===== src/alu_defines.svh =====
`ifndef ALU_DEFINES_SVH
`define ALU_DEFINES_SVH

`define ALU_W       64
`define ALU_OP_W    13
`define ALU_OPC_W   8
`define ALU_FLAGS_W 6
// carry out of 64, 32, 16, 8 bits and out of bit 3
`define ALU_CARRY_W 5
`define ALU_OVF_W   4
// four zeros, four signs, low byte parity
`define ALU_SZ_W    9

// C O A S Z P from the top
`define ALU_FLAG_C 5
`define ALU_FLAG_O 4
`define ALU_FLAG_A 3
`define ALU_FLAG_S 2
`define ALU_FLAG_Z 1
`define ALU_FLAG_P 0

`define ALU_OP_ADD64    8'd0
`define ALU_OP_ADD32    8'd1
`define ALU_OP_SUB64    8'd2
`define ALU_OP_SUB32    8'd3
`define ALU_OP_CMP16    8'd4
`define ALU_OP_CMP8     8'd5
`define ALU_OP_AND64    8'd8
`define ALU_OP_AND32    8'd9
`define ALU_OP_OR64     8'd10
`define ALU_OP_OR32     8'd11
`define ALU_OP_XOR64    8'd12
`define ALU_OP_XOR32    8'd13
`define ALU_OP_MOV64    8'd16
`define ALU_OP_MOV32    8'd17
`define ALU_OP_ZXT8_64  8'd20
`define ALU_OP_ZXT16_64 8'd21
`define ALU_OP_SXT8_64  8'd22
`define ALU_OP_SXT16_64 8'd23
`define ALU_OP_SXT32_64 8'd24
// conditional pairs, bit 0 set for the inverted form
`define ALU_OP_CMOV64   8'd32
`define ALU_OP_CMOVN64  8'd33
`define ALU_OP_CMOV32   8'd34
`define ALU_OP_CMOVN32  8'd35
`define ALU_OP_CSET     8'd36
`define ALU_OP_CSETN    8'd37

`define ALU_COND_Z   3'd0
`define ALU_COND_S   3'd1
`define ALU_COND_ULE 3'd2
`define ALU_COND_ULT 3'd3
`define ALU_COND_SLE 3'd4
`define ALU_COND_SLT 3'd5
`define ALU_COND_O   3'd6
`define ALU_COND_P   3'd7

`endif


===== src/alu_op_pkg.sv =====
`default_nettype none

`include "alu_defines.svh"

package alu_op_pkg;

  typedef struct packed {
    logic       no_flags;
    logic       kill;
    logic [2:0] sub;
    logic [7:0] opcode;
  } alu_view_t;

  // same word seen by the conditional ops
  typedef struct packed {
    logic       no_flags;
    logic       kill;
    logic [2:0] cond_class;
    logic [6:0] opc;
    logic       invert;
  } cond_view_t;

  typedef union packed {
    alu_view_t  alu;
    cond_view_t cond;
  } alu_op_u;

  function automatic logic op_known(logic [`ALU_OPC_W-1:0] opcode);
    return opcode inside {
      `ALU_OP_ADD64, `ALU_OP_ADD32, `ALU_OP_SUB64, `ALU_OP_SUB32,
      `ALU_OP_CMP16, `ALU_OP_CMP8, `ALU_OP_AND64, `ALU_OP_AND32,
      `ALU_OP_OR64, `ALU_OP_OR32, `ALU_OP_XOR64, `ALU_OP_XOR32,
      `ALU_OP_MOV64, `ALU_OP_MOV32, `ALU_OP_ZXT8_64, `ALU_OP_ZXT16_64,
      `ALU_OP_SXT8_64, `ALU_OP_SXT16_64, `ALU_OP_SXT32_64,
      `ALU_OP_CMOV64, `ALU_OP_CMOVN64, `ALU_OP_CMOV32, `ALU_OP_CMOVN32,
      `ALU_OP_CSET, `ALU_OP_CSETN};
  endfunction

endpackage

`default_nettype wire


===== src/alu_flag_pkg.sv =====
`default_nettype none

`include "alu_defines.svh"

package alu_flag_pkg;

  // cond is {class, invert}
  function automatic logic cond_holds(logic [`ALU_FLAGS_W-1:0] flags, logic [3:0] cond);
    logic c, o, s, z, p;
    logic hold;
    c    = flags[`ALU_FLAG_C];
    o    = flags[`ALU_FLAG_O];
    s    = flags[`ALU_FLAG_S];
    z    = flags[`ALU_FLAG_Z];
    p    = flags[`ALU_FLAG_P];
    hold = 1'b0;
    case (cond[3:1])
      `ALU_COND_Z:   hold = z;
      `ALU_COND_S:   hold = s;
      `ALU_COND_ULE: hold = c | z;
      `ALU_COND_ULT: hold = c;
      `ALU_COND_SLE: hold = (s ^ o) | z;
      `ALU_COND_SLT: hold = s ^ o;
      `ALU_COND_O:   hold = o;
      `ALU_COND_P:   hold = p;
      default:       hold = 1'b0;
    endcase
    return hold ^ cond[0];
  endfunction

  function automatic logic even_parity8(logic [`ALU_W-1:0] word);
    return ~^word[7:0];
  endfunction

endpackage

`default_nettype wire


===== src/alu_decode.sv =====
`default_nettype none

`include "alu_defines.svh"

module alu_decode (
  input  wire                      clk,
  input  wire                      rst,
  input  wire                      data_en,
  input  wire                      thread,
  input  wire alu_op_pkg::alu_op_u operation,
  input  wire  [`ALU_W-1:0]        val1,
  input  wire  [`ALU_W-1:0]        val2,
  input  wire  [`ALU_FLAGS_W-1:0]  flags_in,
  input  wire                      except,
  input  wire                      except_thread,
  output logic                     d_valid,
  output logic                     d_thread,
  output logic                     d_kill,
  output logic                     d_no_flags,
  output logic [`ALU_OPC_W-1:0]    d_opcode,
  output logic [`ALU_W-1:0]        d_a,
  output logic [`ALU_W-1:0]        d_b,
  output logic                     d_cond_true,
  output logic [`ALU_FLAGS_W-1:0]  d_flags_in
);
  import alu_op_pkg::*;
  import alu_flag_pkg::*;

  logic hit;
  logic is_cond;
  logic cond_now;

  if ($bits(alu_op_u) != `ALU_OP_W) begin : g_op_w
    $error("operation word is not %0d bits", `ALU_OP_W);
  end

  // exception on the entry cycle
  assign hit = except && (except_thread == thread);

  // cmov64, cmov32 and cset families, invert bit dropped
  assign is_cond = operation.cond.opc inside {
    `ALU_OP_CMOV64 >> 1, `ALU_OP_CMOV32 >> 1, `ALU_OP_CSET >> 1};

  assign cond_now = cond_holds(flags_in, {operation.cond.cond_class, operation.cond.invert});

  always_ff @(posedge clk) begin
    if (rst) begin
      d_valid    <= 1'b0;
      d_kill     <= 1'b0;
      d_no_flags <= 1'b0;
    end else begin
      d_valid    <= data_en && !hit;
      d_kill     <= operation.alu.kill;
      d_no_flags <= operation.alu.no_flags;
    end
  end

  always_ff @(posedge clk) begin
    d_thread    <= thread;
    d_opcode    <= operation.alu.opcode;
    d_a         <= val1;
    d_b         <= val2;
    d_cond_true <= is_cond && cond_now;
    d_flags_in  <= flags_in; // for conditional ops
  end

  a_known_op: assert property (@(posedge clk) disable iff (rst)
    d_valid |-> op_known(d_opcode));

endmodule

`default_nettype wire


===== src/alu_exec.sv =====
`default_nettype none

`include "alu_defines.svh"

module alu_exec (
  input  wire                      clk,
  input  wire                      rst,
  input  wire                      d_valid,
  input  wire                      d_thread,
  input  wire                      d_kill,
  input  wire                      d_no_flags,
  input  wire  [`ALU_OPC_W-1:0]    d_opcode,
  input  wire  [`ALU_W-1:0]        d_a,
  input  wire  [`ALU_W-1:0]        d_b,
  input  wire                      d_cond_true,
  input  wire  [`ALU_FLAGS_W-1:0]  d_flags_in,
  input  wire                      except,
  input  wire                      except_thread,
  output logic                     x_valid,
  output logic                     x_thread,
  output logic                     x_kill,
  output logic                     x_no_flags,
  output logic [`ALU_OPC_W-1:0]    x_opcode,
  output logic [`ALU_W-1:0]        x_result,
  output logic [`ALU_CARRY_W-1:0]  x_carry,
  output logic [`ALU_OVF_W-1:0]    x_ovf,
  output logic [`ALU_SZ_W-1:0]     x_sign_zero
);
  import alu_flag_pkg::*;

  logic                    hit, valid_next;
  logic                    sub_op, half;
  logic                    sel_add, sel_and, sel_or, sel_xor;
  logic                    sel_mov, sel_ext, sel_cmov, sel_cset;
  logic [`ALU_W-1:0]       b_eff;
  logic [`ALU_W:0]         a_x, b_x, sum;
  logic [`ALU_W-1:0]       ext_val, res_full, res_next;
  logic [`ALU_CARRY_W-1:0] carry;
  logic [`ALU_OVF_W-1:0]   ovf;
  logic [3:0]              zero, sign;

  assign hit        = except && (except_thread == d_thread);
  assign valid_next = d_valid && !hit;

  assign sub_op   = d_opcode inside {`ALU_OP_SUB64, `ALU_OP_SUB32, `ALU_OP_CMP16, `ALU_OP_CMP8};
  assign sel_add  = sub_op || (d_opcode inside {`ALU_OP_ADD64, `ALU_OP_ADD32});
  assign sel_and  = d_opcode inside {`ALU_OP_AND64, `ALU_OP_AND32};
  assign sel_or   = d_opcode inside {`ALU_OP_OR64, `ALU_OP_OR32};
  assign sel_xor  = d_opcode inside {`ALU_OP_XOR64, `ALU_OP_XOR32};
  assign sel_mov  = d_opcode inside {`ALU_OP_MOV64, `ALU_OP_MOV32};
  assign sel_ext  = d_opcode inside {`ALU_OP_ZXT8_64, `ALU_OP_ZXT16_64, `ALU_OP_SXT8_64,
                                     `ALU_OP_SXT16_64, `ALU_OP_SXT32_64};
  assign sel_cmov = d_opcode inside {`ALU_OP_CMOV64, `ALU_OP_CMOVN64,
                                     `ALU_OP_CMOV32, `ALU_OP_CMOVN32};
  assign sel_cset = d_opcode inside {`ALU_OP_CSET, `ALU_OP_CSETN};
  assign half     = d_opcode inside {`ALU_OP_ADD32, `ALU_OP_SUB32, `ALU_OP_AND32, `ALU_OP_OR32,
                                     `ALU_OP_XOR32, `ALU_OP_MOV32, `ALU_OP_CMOV32,
                                     `ALU_OP_CMOVN32};

  // sub is a + ~b + 1
  assign b_eff = sub_op ? ~d_b : d_b;
  assign a_x   = {1'b0, d_a};
  assign b_x   = {1'b0, b_eff};
  assign sum   = a_x + b_x + {{`ALU_W{1'b0}}, sub_op};

  assign carry[0] = a_x[4] ^ b_x[4] ^ sum[4]; // out of bit 3

  // widths 8, 16, 32, 64
  for (genvar i = 0; i < 4; i++) begin : g_width
    localparam int TOP = (8 << i) - 1;
    assign carry[i+1] = a_x[TOP+1] ^ b_x[TOP+1] ^ sum[TOP+1];
    assign ovf[i]     = (d_a[TOP] == b_eff[TOP]) && (sum[TOP] != d_a[TOP]);
    assign zero[i]    = (res_next[TOP:0] == '0);
    assign sign[i]    = res_next[TOP];
  end

  always_comb begin
    case (d_opcode)
      `ALU_OP_ZXT8_64:  ext_val = {{(`ALU_W-8){1'b0}}, d_b[7:0]};
      `ALU_OP_ZXT16_64: ext_val = {{(`ALU_W-16){1'b0}}, d_b[15:0]};
      `ALU_OP_SXT8_64:  ext_val = {{(`ALU_W-8){d_b[7]}}, d_b[7:0]};
      `ALU_OP_SXT16_64: ext_val = {{(`ALU_W-16){d_b[15]}}, d_b[15:0]};
      default:          ext_val = {{(`ALU_W-32){d_b[31]}}, d_b[31:0]};
    endcase
  end

  always_comb begin
    res_full = '0;
    if (sel_add)  res_full = sum[`ALU_W-1:0]; // cmp keeps the full difference
    if (sel_and)  res_full = d_a & d_b;
    if (sel_or)   res_full = d_a | d_b;
    if (sel_xor)  res_full = d_a ^ d_b;
    if (sel_mov)  res_full = d_b;
    if (sel_ext)  res_full = ext_val;
    if (sel_cmov) res_full = d_cond_true ? d_b : d_a;
    if (sel_cset) res_full = {{(`ALU_W-1){1'b0}}, d_cond_true};
    if (half)     res_full[`ALU_W-1:32] = '0;
  end

  assign res_next = (valid_next && !d_kill) ? res_full : '0;

  always_ff @(posedge clk) begin
    if (rst) begin
      x_valid    <= 1'b0;
      x_kill     <= 1'b0;
      x_no_flags <= 1'b0;
      x_result   <= '0;
    end else begin
      x_valid    <= valid_next;
      x_kill     <= d_kill;
      x_no_flags <= d_no_flags;
      x_result   <= res_next;
    end
  end

  always_ff @(posedge clk) begin
    x_thread    <= d_thread;
    x_opcode    <= d_opcode;
    x_carry     <= carry;
    x_ovf       <= ovf;
    x_sign_zero <= {zero, sign, even_parity8(res_next)};
  end

  a_one_unit: assert property (@(posedge clk) disable iff (rst)
    d_valid |-> $onehot0({sel_add, sel_and, sel_or, sel_xor, sel_mov, sel_ext, sel_cmov, sel_cset}));

  // every class is false on clear flags, so only the inverted forms hold
  a_cond_clear: assert property (@(posedge clk) disable iff (rst)
    d_valid && (sel_cmov || sel_cset) && (d_flags_in == '0) |-> d_cond_true == d_opcode[0]);

endmodule

`default_nettype wire


===== src/alu_flags.sv =====
`default_nettype none

`include "alu_defines.svh"

module alu_flags (
  input  wire                      x_valid,
  input  wire                      x_kill,
  input  wire                      x_no_flags,
  input  wire  [`ALU_OPC_W-1:0]    x_opcode,
  input  wire  [`ALU_W-1:0]        x_result,
  input  wire  [`ALU_CARRY_W-1:0]  x_carry,
  input  wire  [`ALU_OVF_W-1:0]    x_ovf,
  input  wire  [`ALU_SZ_W-1:0]     x_sign_zero,
  output logic [`ALU_W-1:0]        res,
  output logic [`ALU_FLAGS_W-1:0]  ret_flags,
  output logic                     ret_sets_flags,
  output logic                     ret_en
);

  logic [1:0]              w;    // 0..3 for 8, 16, 32, 64 bits
  logic                    arith;
  logic                    borrow;
  logic                    logic_op;
  logic [`ALU_FLAGS_W-1:0] flags;

  always_comb begin
    w        = 2'd3;
    arith    = 1'b0;
    borrow   = 1'b0;
    logic_op = 1'b0;
    case (x_opcode)
      `ALU_OP_ADD64: arith = 1'b1;
      `ALU_OP_ADD32: begin
        arith = 1'b1;
        w     = 2'd2;
      end
      `ALU_OP_SUB64: begin
        arith  = 1'b1;
        borrow = 1'b1;
      end
      `ALU_OP_SUB32: begin
        arith  = 1'b1;
        borrow = 1'b1;
        w      = 2'd2;
      end
      `ALU_OP_CMP16: begin
        arith  = 1'b1;
        borrow = 1'b1;
        w      = 2'd1;
      end
      `ALU_OP_CMP8: begin
        arith  = 1'b1;
        borrow = 1'b1;
        w      = 2'd0;
      end
      `ALU_OP_AND64, `ALU_OP_OR64, `ALU_OP_XOR64: logic_op = 1'b1;
      `ALU_OP_AND32, `ALU_OP_OR32, `ALU_OP_XOR32: begin
        logic_op = 1'b1;
        w        = 2'd2;
      end
      default: ;
    endcase
  end

  // status layout is {zero[3:0], sign[3:0], parity}
  always_comb begin
    flags = '0;
    if (arith || logic_op) begin
      flags[`ALU_FLAG_S] = x_sign_zero[1 + w];
      flags[`ALU_FLAG_Z] = x_sign_zero[5 + w];
      flags[`ALU_FLAG_P] = x_sign_zero[0];
    end
    if (arith) begin
      flags[`ALU_FLAG_C] = x_carry[1 + w] ^ borrow;
      flags[`ALU_FLAG_O] = x_ovf[w];
      flags[`ALU_FLAG_A] = x_carry[0] ^ borrow;
    end
  end

  assign res            = x_result;
  assign ret_en         = x_valid && !x_kill;
  assign ret_sets_flags = ret_en && !x_no_flags;
  assign ret_flags      = ret_sets_flags ? flags : '0;

endmodule

`default_nettype wire


===== src/alu_top.sv =====
`default_nettype none

`include "alu_defines.svh"

module alu_top (
  input  wire                      clk,
  input  wire                      rst,
  input  wire                      data_en,
  input  wire                      thread,
  input  wire alu_op_pkg::alu_op_u operation,
  input  wire  [`ALU_W-1:0]        val1,
  input  wire  [`ALU_W-1:0]        val2,
  input  wire  [`ALU_FLAGS_W-1:0]  flags_in,
  input  wire                      except,
  input  wire                      except_thread,
  output logic [`ALU_W-1:0]        res,
  output logic [`ALU_FLAGS_W-1:0]  ret_flags,
  output logic                     ret_sets_flags,
  output logic                     ret_en
);

  // decode to exec
  logic                    d_valid, d_thread, d_kill, d_no_flags;
  logic [`ALU_OPC_W-1:0]   d_opcode;
  logic [`ALU_W-1:0]       d_a, d_b;
  logic                    d_cond_true;
  logic [`ALU_FLAGS_W-1:0] d_flags_in;

  // exec to flags
  logic                    x_valid, x_thread, x_kill, x_no_flags;
  logic [`ALU_OPC_W-1:0]   x_opcode;
  logic [`ALU_W-1:0]       x_result;
  logic [`ALU_CARRY_W-1:0] x_carry;
  logic [`ALU_OVF_W-1:0]   x_ovf;
  logic [`ALU_SZ_W-1:0]    x_sign_zero;

  alu_decode u_decode (.*);

  alu_exec u_exec (.*);

  alu_flags u_flags (.*);

  // a returning op sat in exec last cycle and entered decode the cycle before
  a_except_drop: assert property (@(posedge clk) disable iff (rst)
    ret_en |-> !($past(except) && ($past(except_thread) == x_thread))
            && !($past(except, 2) && ($past(except_thread, 2) == x_thread)));

endmodule

`default_nettype wire


===== config.mk =====
export PLATFORM = sky130hd
export DESIGN_NAME = alu_top
export DESIGN_NICKNAME = d
export VERILOG_FILES = /design/src/alu_op_pkg.sv /design/src/alu_flag_pkg.sv /design/src/alu_decode.sv /design/src/alu_exec.sv /design/src/alu_flags.sv /design/src/alu_top.sv
export VERILOG_INCLUDE_DIRS = /design/src /design/src/src
export SDC_FILE = /design/constraint.sdc
export NUM_CORES = 1
export LEC_CHECK = 0
export ABC_AREA = 1
export BUFFER_PORTS_ARGS = -buffer_cell sky130_fd_sc_hd__buf_2
export CELL_PAD_IN_SITES_DETAIL_PLACEMENT = 0
export CELL_PAD_IN_SITES_GLOBAL_PLACEMENT = 2
export CORE_MARGIN = 3
export CORE_UTILIZATION = 35
export DETAILED_ROUTE_END_ITERATION = 10
export PLACE_DENSITY = 0.95
export SKIP_LAST_GASP = 1
export SYNTH_ARGS = -nofsm -noshare
export SYNTH_HDL_FRONTEND = slang
export SYNTH_SLANG_ARGS = --single-unit

===== constraint.sdc =====
create_clock -name clk -period 6.3 [get_ports clk]
set_input_delay 0.315 -clock clk [delete_from_list [all_inputs] [get_ports clk]]
set_output_delay 0.315 -clock clk [all_outputs]
set_load 0.02 [all_outputs]

After elaboration in Yosys (flattened, before gate mapping) --
Cells that the tools add are included.
Cells by class: add/sub/neg operators 4, $lt $le $gt $ge 4, eq/ne operators 55, multiplexer cells 29, bitwise operators 18, reductions and logical operators 42
Operator list (number):
- 2-to-1 mux 64 bit | 11
- case mux 64 bit (4 select lines) | 1
- == test 8 x 4 -> 1 bit (second input constant) | 12
- adder 64 x 64 -> 65 bit | 1
- adder 65 x 1 -> 65 bit | 1
- AND 64 bit | 1
- zero test 64 bit | 1
- less-than comparator 32 x 5 -> 1 bit (second input constant) | 2
- NOT 64 bit | 1
- bitwise OR 64 bit | 1
- XOR 64 bit | 1
- == test 8 x 5 -> 1 bit (second input constant) | 7
- == test 8 x 6 -> 1 bit (second input constant) | 6
- == test 8 x 2 -> 1 bit (second input constant) | 4
- == test 8 x 3 -> 1 bit (second input constant) | 4
- zero test 32 bit | 1
- less-than comparator 32 x 4 -> 1 bit (second input constant) | 1
- 2-to-1 mux 32 bit | 1
- zero test 8 bit | 3
- == test 7 x 5 -> 1 bit (second input constant) | 3
- == test 8 x 1 -> 1 bit (second input constant) | 2
- zero test 16 bit | 1
- == test 3 bit (second input constant) | 4
- logical AND 1 bit | 12
- other kinds (29) | 70
Word-level totals: bits in registers 234, input port bits 153, output and inout bits 72, logic and storage cells 168

Longest topological paths before layout --
depth after elaboration 16, depth in mapped cells 34, mapped depth without buffers 32

Modules after synthesis --
Synthesis repeated with hierarchy kept, for this count alone.
Unflattened totals: cells, all modules 2929, area total of the unflattened synthesis 18938.2 µm²
By module, submodules not included:
- alu_exec | times used 1, cells each 2585, area an instance 14838.0 µm², sequential area each 1881.8 µm²
- alu_decode | times used 1, cells each 184, area an instance 3123.0 µm², sequential area each 2942.8 µm²
- alu_flags | times used 1, cells each 160, area an instance 977.2 µm², sequential area each 0.0 µm²

Worst setup path before layout --
Ideal clock, no wire load.
kind reg2reg, start point register u_decode.d_opcode[1], end point register u_exec.x_sign_zero[8], library setup time 0.064 ns, arrival time 3.828 ns, required time 6.236 ns, slack 2.408 ns, cell stages (with the launch flop) 35, buffers on the path 2, period minus slack after synthesis 3.892 ns, path through dfxtp_1 -> buf_6 -> inv_4 -> nand3_2 -> nand2_2 -> nand2_1 -> clkbuf_1 -> xor2_1 -> ha_1 -> nand2_1 -> inv_1 -> nand2_1 -> nand2_1 -> inv_1 -> nand2_1 -> o21ai_0 -> a21oi_1 -> a21oi_1 -> o211ai_1 -> o21ai_0 -> o211ai_1 -> nand3_1 -> ha_1 -> nand2_1 -> nor2_1 -> nand2_1 -> a21oi_1 -> nand3_1 -> nor2_1 -> nand2_1 -> nor2_1 -> nand3_1 -> nor2_1 -> nand3_1 -> nor2_1
On the way: word-level cells in the longest chain between the ends 16, elaborated cells on any way between the ends 51, those cells by class add/sub: 2; eq/ne: 24; mux: 12; reduce/logical: 13
RTL lines:
- start: declaration | line alu_decode.sv:20 | output logic [`ALU_OPC_W-1:0] d_opcode,
- start signal: assignment | line alu_decode.sv:60 | d_opcode <= operation.alu.opcode;
- == test 8 x 2 -> 1 bit (tied with other cells) | line alu_exec.sv:45 | assign sub_op = d_opcode inside {`ALU_OP_SUB64, `ALU_OP_SUB32, `ALU_OP_CMP16, `ALU_OP_CMP8};
- nonzero test 4 bit | line alu_exec.sv:45
- 2-to-1 mux 64 bit | line alu_exec.sv:61 | assign b_eff = sub_op ? ~d_b : d_b;
- adder 64 x 64 -> 65 bit | line alu_exec.sv:64 | assign sum = a_x + b_x + {{`ALU_W{1'b0}}, sub_op};
- adder 65 x 1 -> 65 bit | line alu_exec.sv:64
- 2-to-1 mux 64 bit | line alu_exec.sv:89 | if (sel_add) res_full = sum[`ALU_W-1:0];
- 2-to-1 mux 64 bit | line alu_exec.sv:90 | if (sel_and) res_full = d_a & d_b;
- 2-to-1 mux 64 bit | line alu_exec.sv:91 | if (sel_or) res_full = d_a | d_b;
- 2-to-1 mux 64 bit | line alu_exec.sv:92 | if (sel_xor) res_full = d_a ^ d_b;
- 2-to-1 mux 64 bit | line alu_exec.sv:93 | if (sel_mov) res_full = d_b;
- 2-to-1 mux 64 bit | line alu_exec.sv:94 | if (sel_ext) res_full = ext_val;
- 2-to-1 mux 64 bit | line alu_exec.sv:95 | if (sel_cmov) res_full = d_cond_true ? d_b : d_a;
- 2-to-1 mux 64 bit | line alu_exec.sv:96 | if (sel_cset) res_full = {{(`ALU_W-1){1'b0}}, d_cond_true};
- 2-to-1 mux 32 bit | line alu_exec.sv:97 | if (half) res_full[`ALU_W-1:32] = '0;
- 2-to-1 mux 64 bit (*) | line alu_exec.sv:100 | assign res_next = (valid_next && !d_kill) ? res_full : '0;
- zero test 64 bit (*) | line alu_exec.sv:73 | assign zero[i] = (res_next[TOP:0] == '0);
- net u_exec.zero[3] | line alu_exec.sv:40 | logic [3:0] zero, sign;
- end signal: assignment | line alu_exec.sv:121 | x_sign_zero <= {zero, sign, even_parity8(res_next)};
- end: declaration | line alu_exec.sv:27 | output logic [`ALU_SZ_W-1:0] x_sign_zero
Mark *: on every way through the listed nets, which the timed path passes. The rest lies on a longest branch. A chain may end at the register's enable or synchronous reset.

Worst setup path in the final report --
Ends and elaborated chain as after synthesis.

==> impl_metrics.py <==
metrics = {
    "clock_tree": {
        "cts_root_buf": "clkbuf_16",
        "h-tree-depth": 1,
        "clk_path_buf_depth": 3,
        "cts_tree": "yes",
        "cts-buffers-inserted": 27,
        "clk_pin_slew_ps": 60,
        "cts_resized": 0,
        "clock_latency_ps": 560,
        "clkSinkCount": 234,
    },
    "logic_synthesis": {
        "seq_area_frac_synth_pct": 25.4,
        "synth-edff-count": 0,
        "synth_area_um2": 18500,
        "ys_seq_elements": 234,
        "synth_area_leaders": "dfxtp_1 (25%), nand2_1 (19%), ha_1 (13%)",
        "syn-mean-instance-area_um2": 6.32,
        "netlist.area_leader.share_pct": 25.4,
        "synth_largest_area_cell": "dfxtp_1",
        "yosys_warnings": 0,
        "synth-main-ff-cell": "dfxtp_1",
        "synthCells": 2922,
        "syn-num-nets": 3275,
        "ys_types": 60,
        "async_reset_ff_share_pct": 0,
    },
    "finish": {
        "syn_to_final_growth_pct": 22.1,
        "fillers": 5464,
        "insertedDiodeCount": 0,
        "drive_above_1_share_pct": 11.9,
        "multi_input_area_um2": 11800,
        "final_cell_mix": "nand2_1 (921), inv_1 (425), nor2_1 (252), dfxtp_1 (233), buf_2 (223)",
        "final_net_count": 3602,
        "regArea_um2": 4690,
        "mostFrequentLayoutCell": "nand2_1",
    },
    "detailed_routing": {
        "detailroute.via_count": 19543,
        "firstDrtPassIters": 7,
        "routed_wirelength_mm": 70.3,
        "first_iter_violations": 1118,
        "drc": 0,
        "viasPerCell": 4.95,
        "ant_nets": 0,
        "wl_per_cell_um": 17.8,
    },
    "global_route": {
        "overflow": 0,
        "grt_pass1_wl_mm": 107,
        "grt_pass1_vias": 18766,
        "grt_max_degree": 71,
        "grt_usage_pct": 24.2,
        "grt_antenna_before_repair": 2,
    },
    "placement": {
        "gp_congestion": 0.982,
        "io_buffers": 223,
        "hpwlAfterDp_mm": 55.5,
    },
    "critical_path": {
        "crit_path_end_kind": "register",
        "cp_data_required_time_ps": 6800,
        "rrSetupSlack_ps": 1110,
        "crit_fanout": 28,
        "path_common_cell": "nand2_1",
        "cp-start-kind": "register",
        "r2r_start": "u_decode.d_opcode[1]$_DFF_P_",
        "cp.arrival_ps": 5690,
        "r2r-end": "u_exec.x_sign_zero[8]$_DFF_P_",
        "ff2ff_path_depth": 29,
        "slowest_stage": "dfxtp_1",
        "crit_path_max_incr_delay_ps": 670,
        "crit_path_end": "u_exec.x_sign_zero[8]$_DFF_P_",
        "setup.worst_path.class": "register to register",
        "crit_start": "u_decode.d_opcode[1]$_DFF_P_",
    },
    "sta": {
        "slew_viol_final": 0,
        "fin_crit_ps": 5190,
        "skew_ps": 22.8,
        "setup_violations": 0,
        "slew_headroom_pct": 31.8,
        "whs_ps": 63.2,
        "hold_violations": 0,
        "rsz0062_at_grt": "false",
        "max_freq_mhz": 193,
        "worst_slew_pin_slew_ps": 1020,
        "finalSetupTns_ps": 0,
        "timing.final.crit_share_pct": 82.4,
    },
    "die": {
        "die_area_um2": 55600,
        "fp.dieH_um": 236,
        "dieWidth_um": 236,
        "ioPinCount": 225,
        "start_util_pct": 35.7,
        "row_count": 83,
        "core_um2": 51800,
    },
    "min_path": {
        "hp-class": "input port to register",
    },
    "power_and_ir_drop": {
        "total_power_mw": 4.10,
        "peakVddDrop_mv": 0.186,
        "power_density_nw_per_um2": 182,
        "p_leak_nw": 11.8,
    },
    "flow_run": {
        "cap_violations": 0,
    },
    "status": {
        "outcome": "finished clean",
    },
}
## metrics by stage
stage | utilization, % | cells | instance area (um2) | setup WS [ps]
after CTS | 43.5 | 3949 | 22600 | 1040
final | 43.5 | 3949 | 22600 | 1110
after detailed placement | 39.2 | 3760 | 20300 | 1080
after global placement | 39.2 | 3760 | 20300 | 1150
after floorplan | - | 2922 | 18500 | 2410
after global routing | 43.5 | 3949 | 22600 | 630
## registers in the layout (all words and copies together) (netlist names), 4 cells and up
register            flops
u_decode.d_a           64
u_decode.d_b           64
u_exec.x_result        64
u_exec.x_sign_zero      9
u_decode.d_opcode       8
u_exec.x_opcode         8
u_exec.x_carry          5
u_exec.x_ovf            4
## report_power, final
part	internal, mW	switching (mW)
combinational	0.354	0.597
clock	0.897	0.637
sequential	1.55	0.0711
## area by class of cell
type / count / area share, %
clock buffer: 35 / 3.22
multi-input combinational: 2161 / 52.2
clock inverter: 14 / 0.632
tap: 680 / 3.77
timing repair buffer: 388 / 12.1
inverter: 437 / 7.29
sequential: 234 / 20.8
## worst max-delay path: cells and delay by family (launching register included)
kind | cells | cell delay, ps
xor gates and xnor gates | 1 | 180
DFF | 1 | 670
AOI/OAI and AO/OA | 4 | 700
and+or+nand+nor | 19 | 2700
buffers and inverters | 3 | 420
adders and majority gates | 2 | 440
## per-layer routing
layer | GRT usage (%) | up-vias | share of wire (%)
li1 | - | 9934 | -
met1 | 32.8 | 9002 | 47
met4 | 5.42 | 2 | 2.2
met5 | 0 | - | 0.024
met3 | 2.43 | 92 | 4.6
met2 | 41.7 | 513 | 47
## cells in the mapped netlist (all sizes together) (53+ instances only)
cell type,number
or2,59
nor2,259
xor2,67
nand3,139
o21ai,91
ha,199
inv,437
a21oi,164
dfxtp,234
nand4,67
a31oi,53
nand2,933
## what timing repair did
action,in CTS,in global routing
hold endpoints to repair,141,0
setup buffers,0,0
hold buffers,140,0
## how the worst min path moves through the flow
| stage | startpoint | to | slack [ps] | depth (start not counted) |
|---|---|---|---|---|
| 3_3_place_gp | u_decode.d_opcode[5]$_DFF_P_ | u_exec.x_opcode[5]$_DFF_P_ | 350 | 0 |
| 5_1_grt | except | u_decode.d_valid$_SDFF_PP0_ | 90 | 4 |
| 3_5_place_dp | u_decode.d_opcode[5]$_DFF_P_ | u_exec.x_opcode[5]$_DFF_P_ | 360 | 0 |
| 6_report | except | u_decode.d_valid$_SDFF_PP0_ | 60 | 4 |
| 2_1_floorplan | u_decode.d_opcode[5]$_DFF_P_ | u_exec.x_opcode[5]$_DFF_P_ | 330 | 0 |
| 4_1_cts | except | u_decode.d_valid$_SDFF_PP0_ | 40 | 4 |
## cells by family (layout without fill, tap and decap cells)
logic type	Yosys count	after routing	share of synthesized area (%)
AO/OA/AOI/OAI	385	385	12.2
XOR/XNOR	71	71	3.37
adder cells (fa/ha/maj)	200	200	13.6
buffers and inverters	527	874	11.1
flip-flops	234	234	25.4
AND/OR/NAND/NOR	1505	1505	34.4
Note: power is estimated with default switching activity, not from simulation.
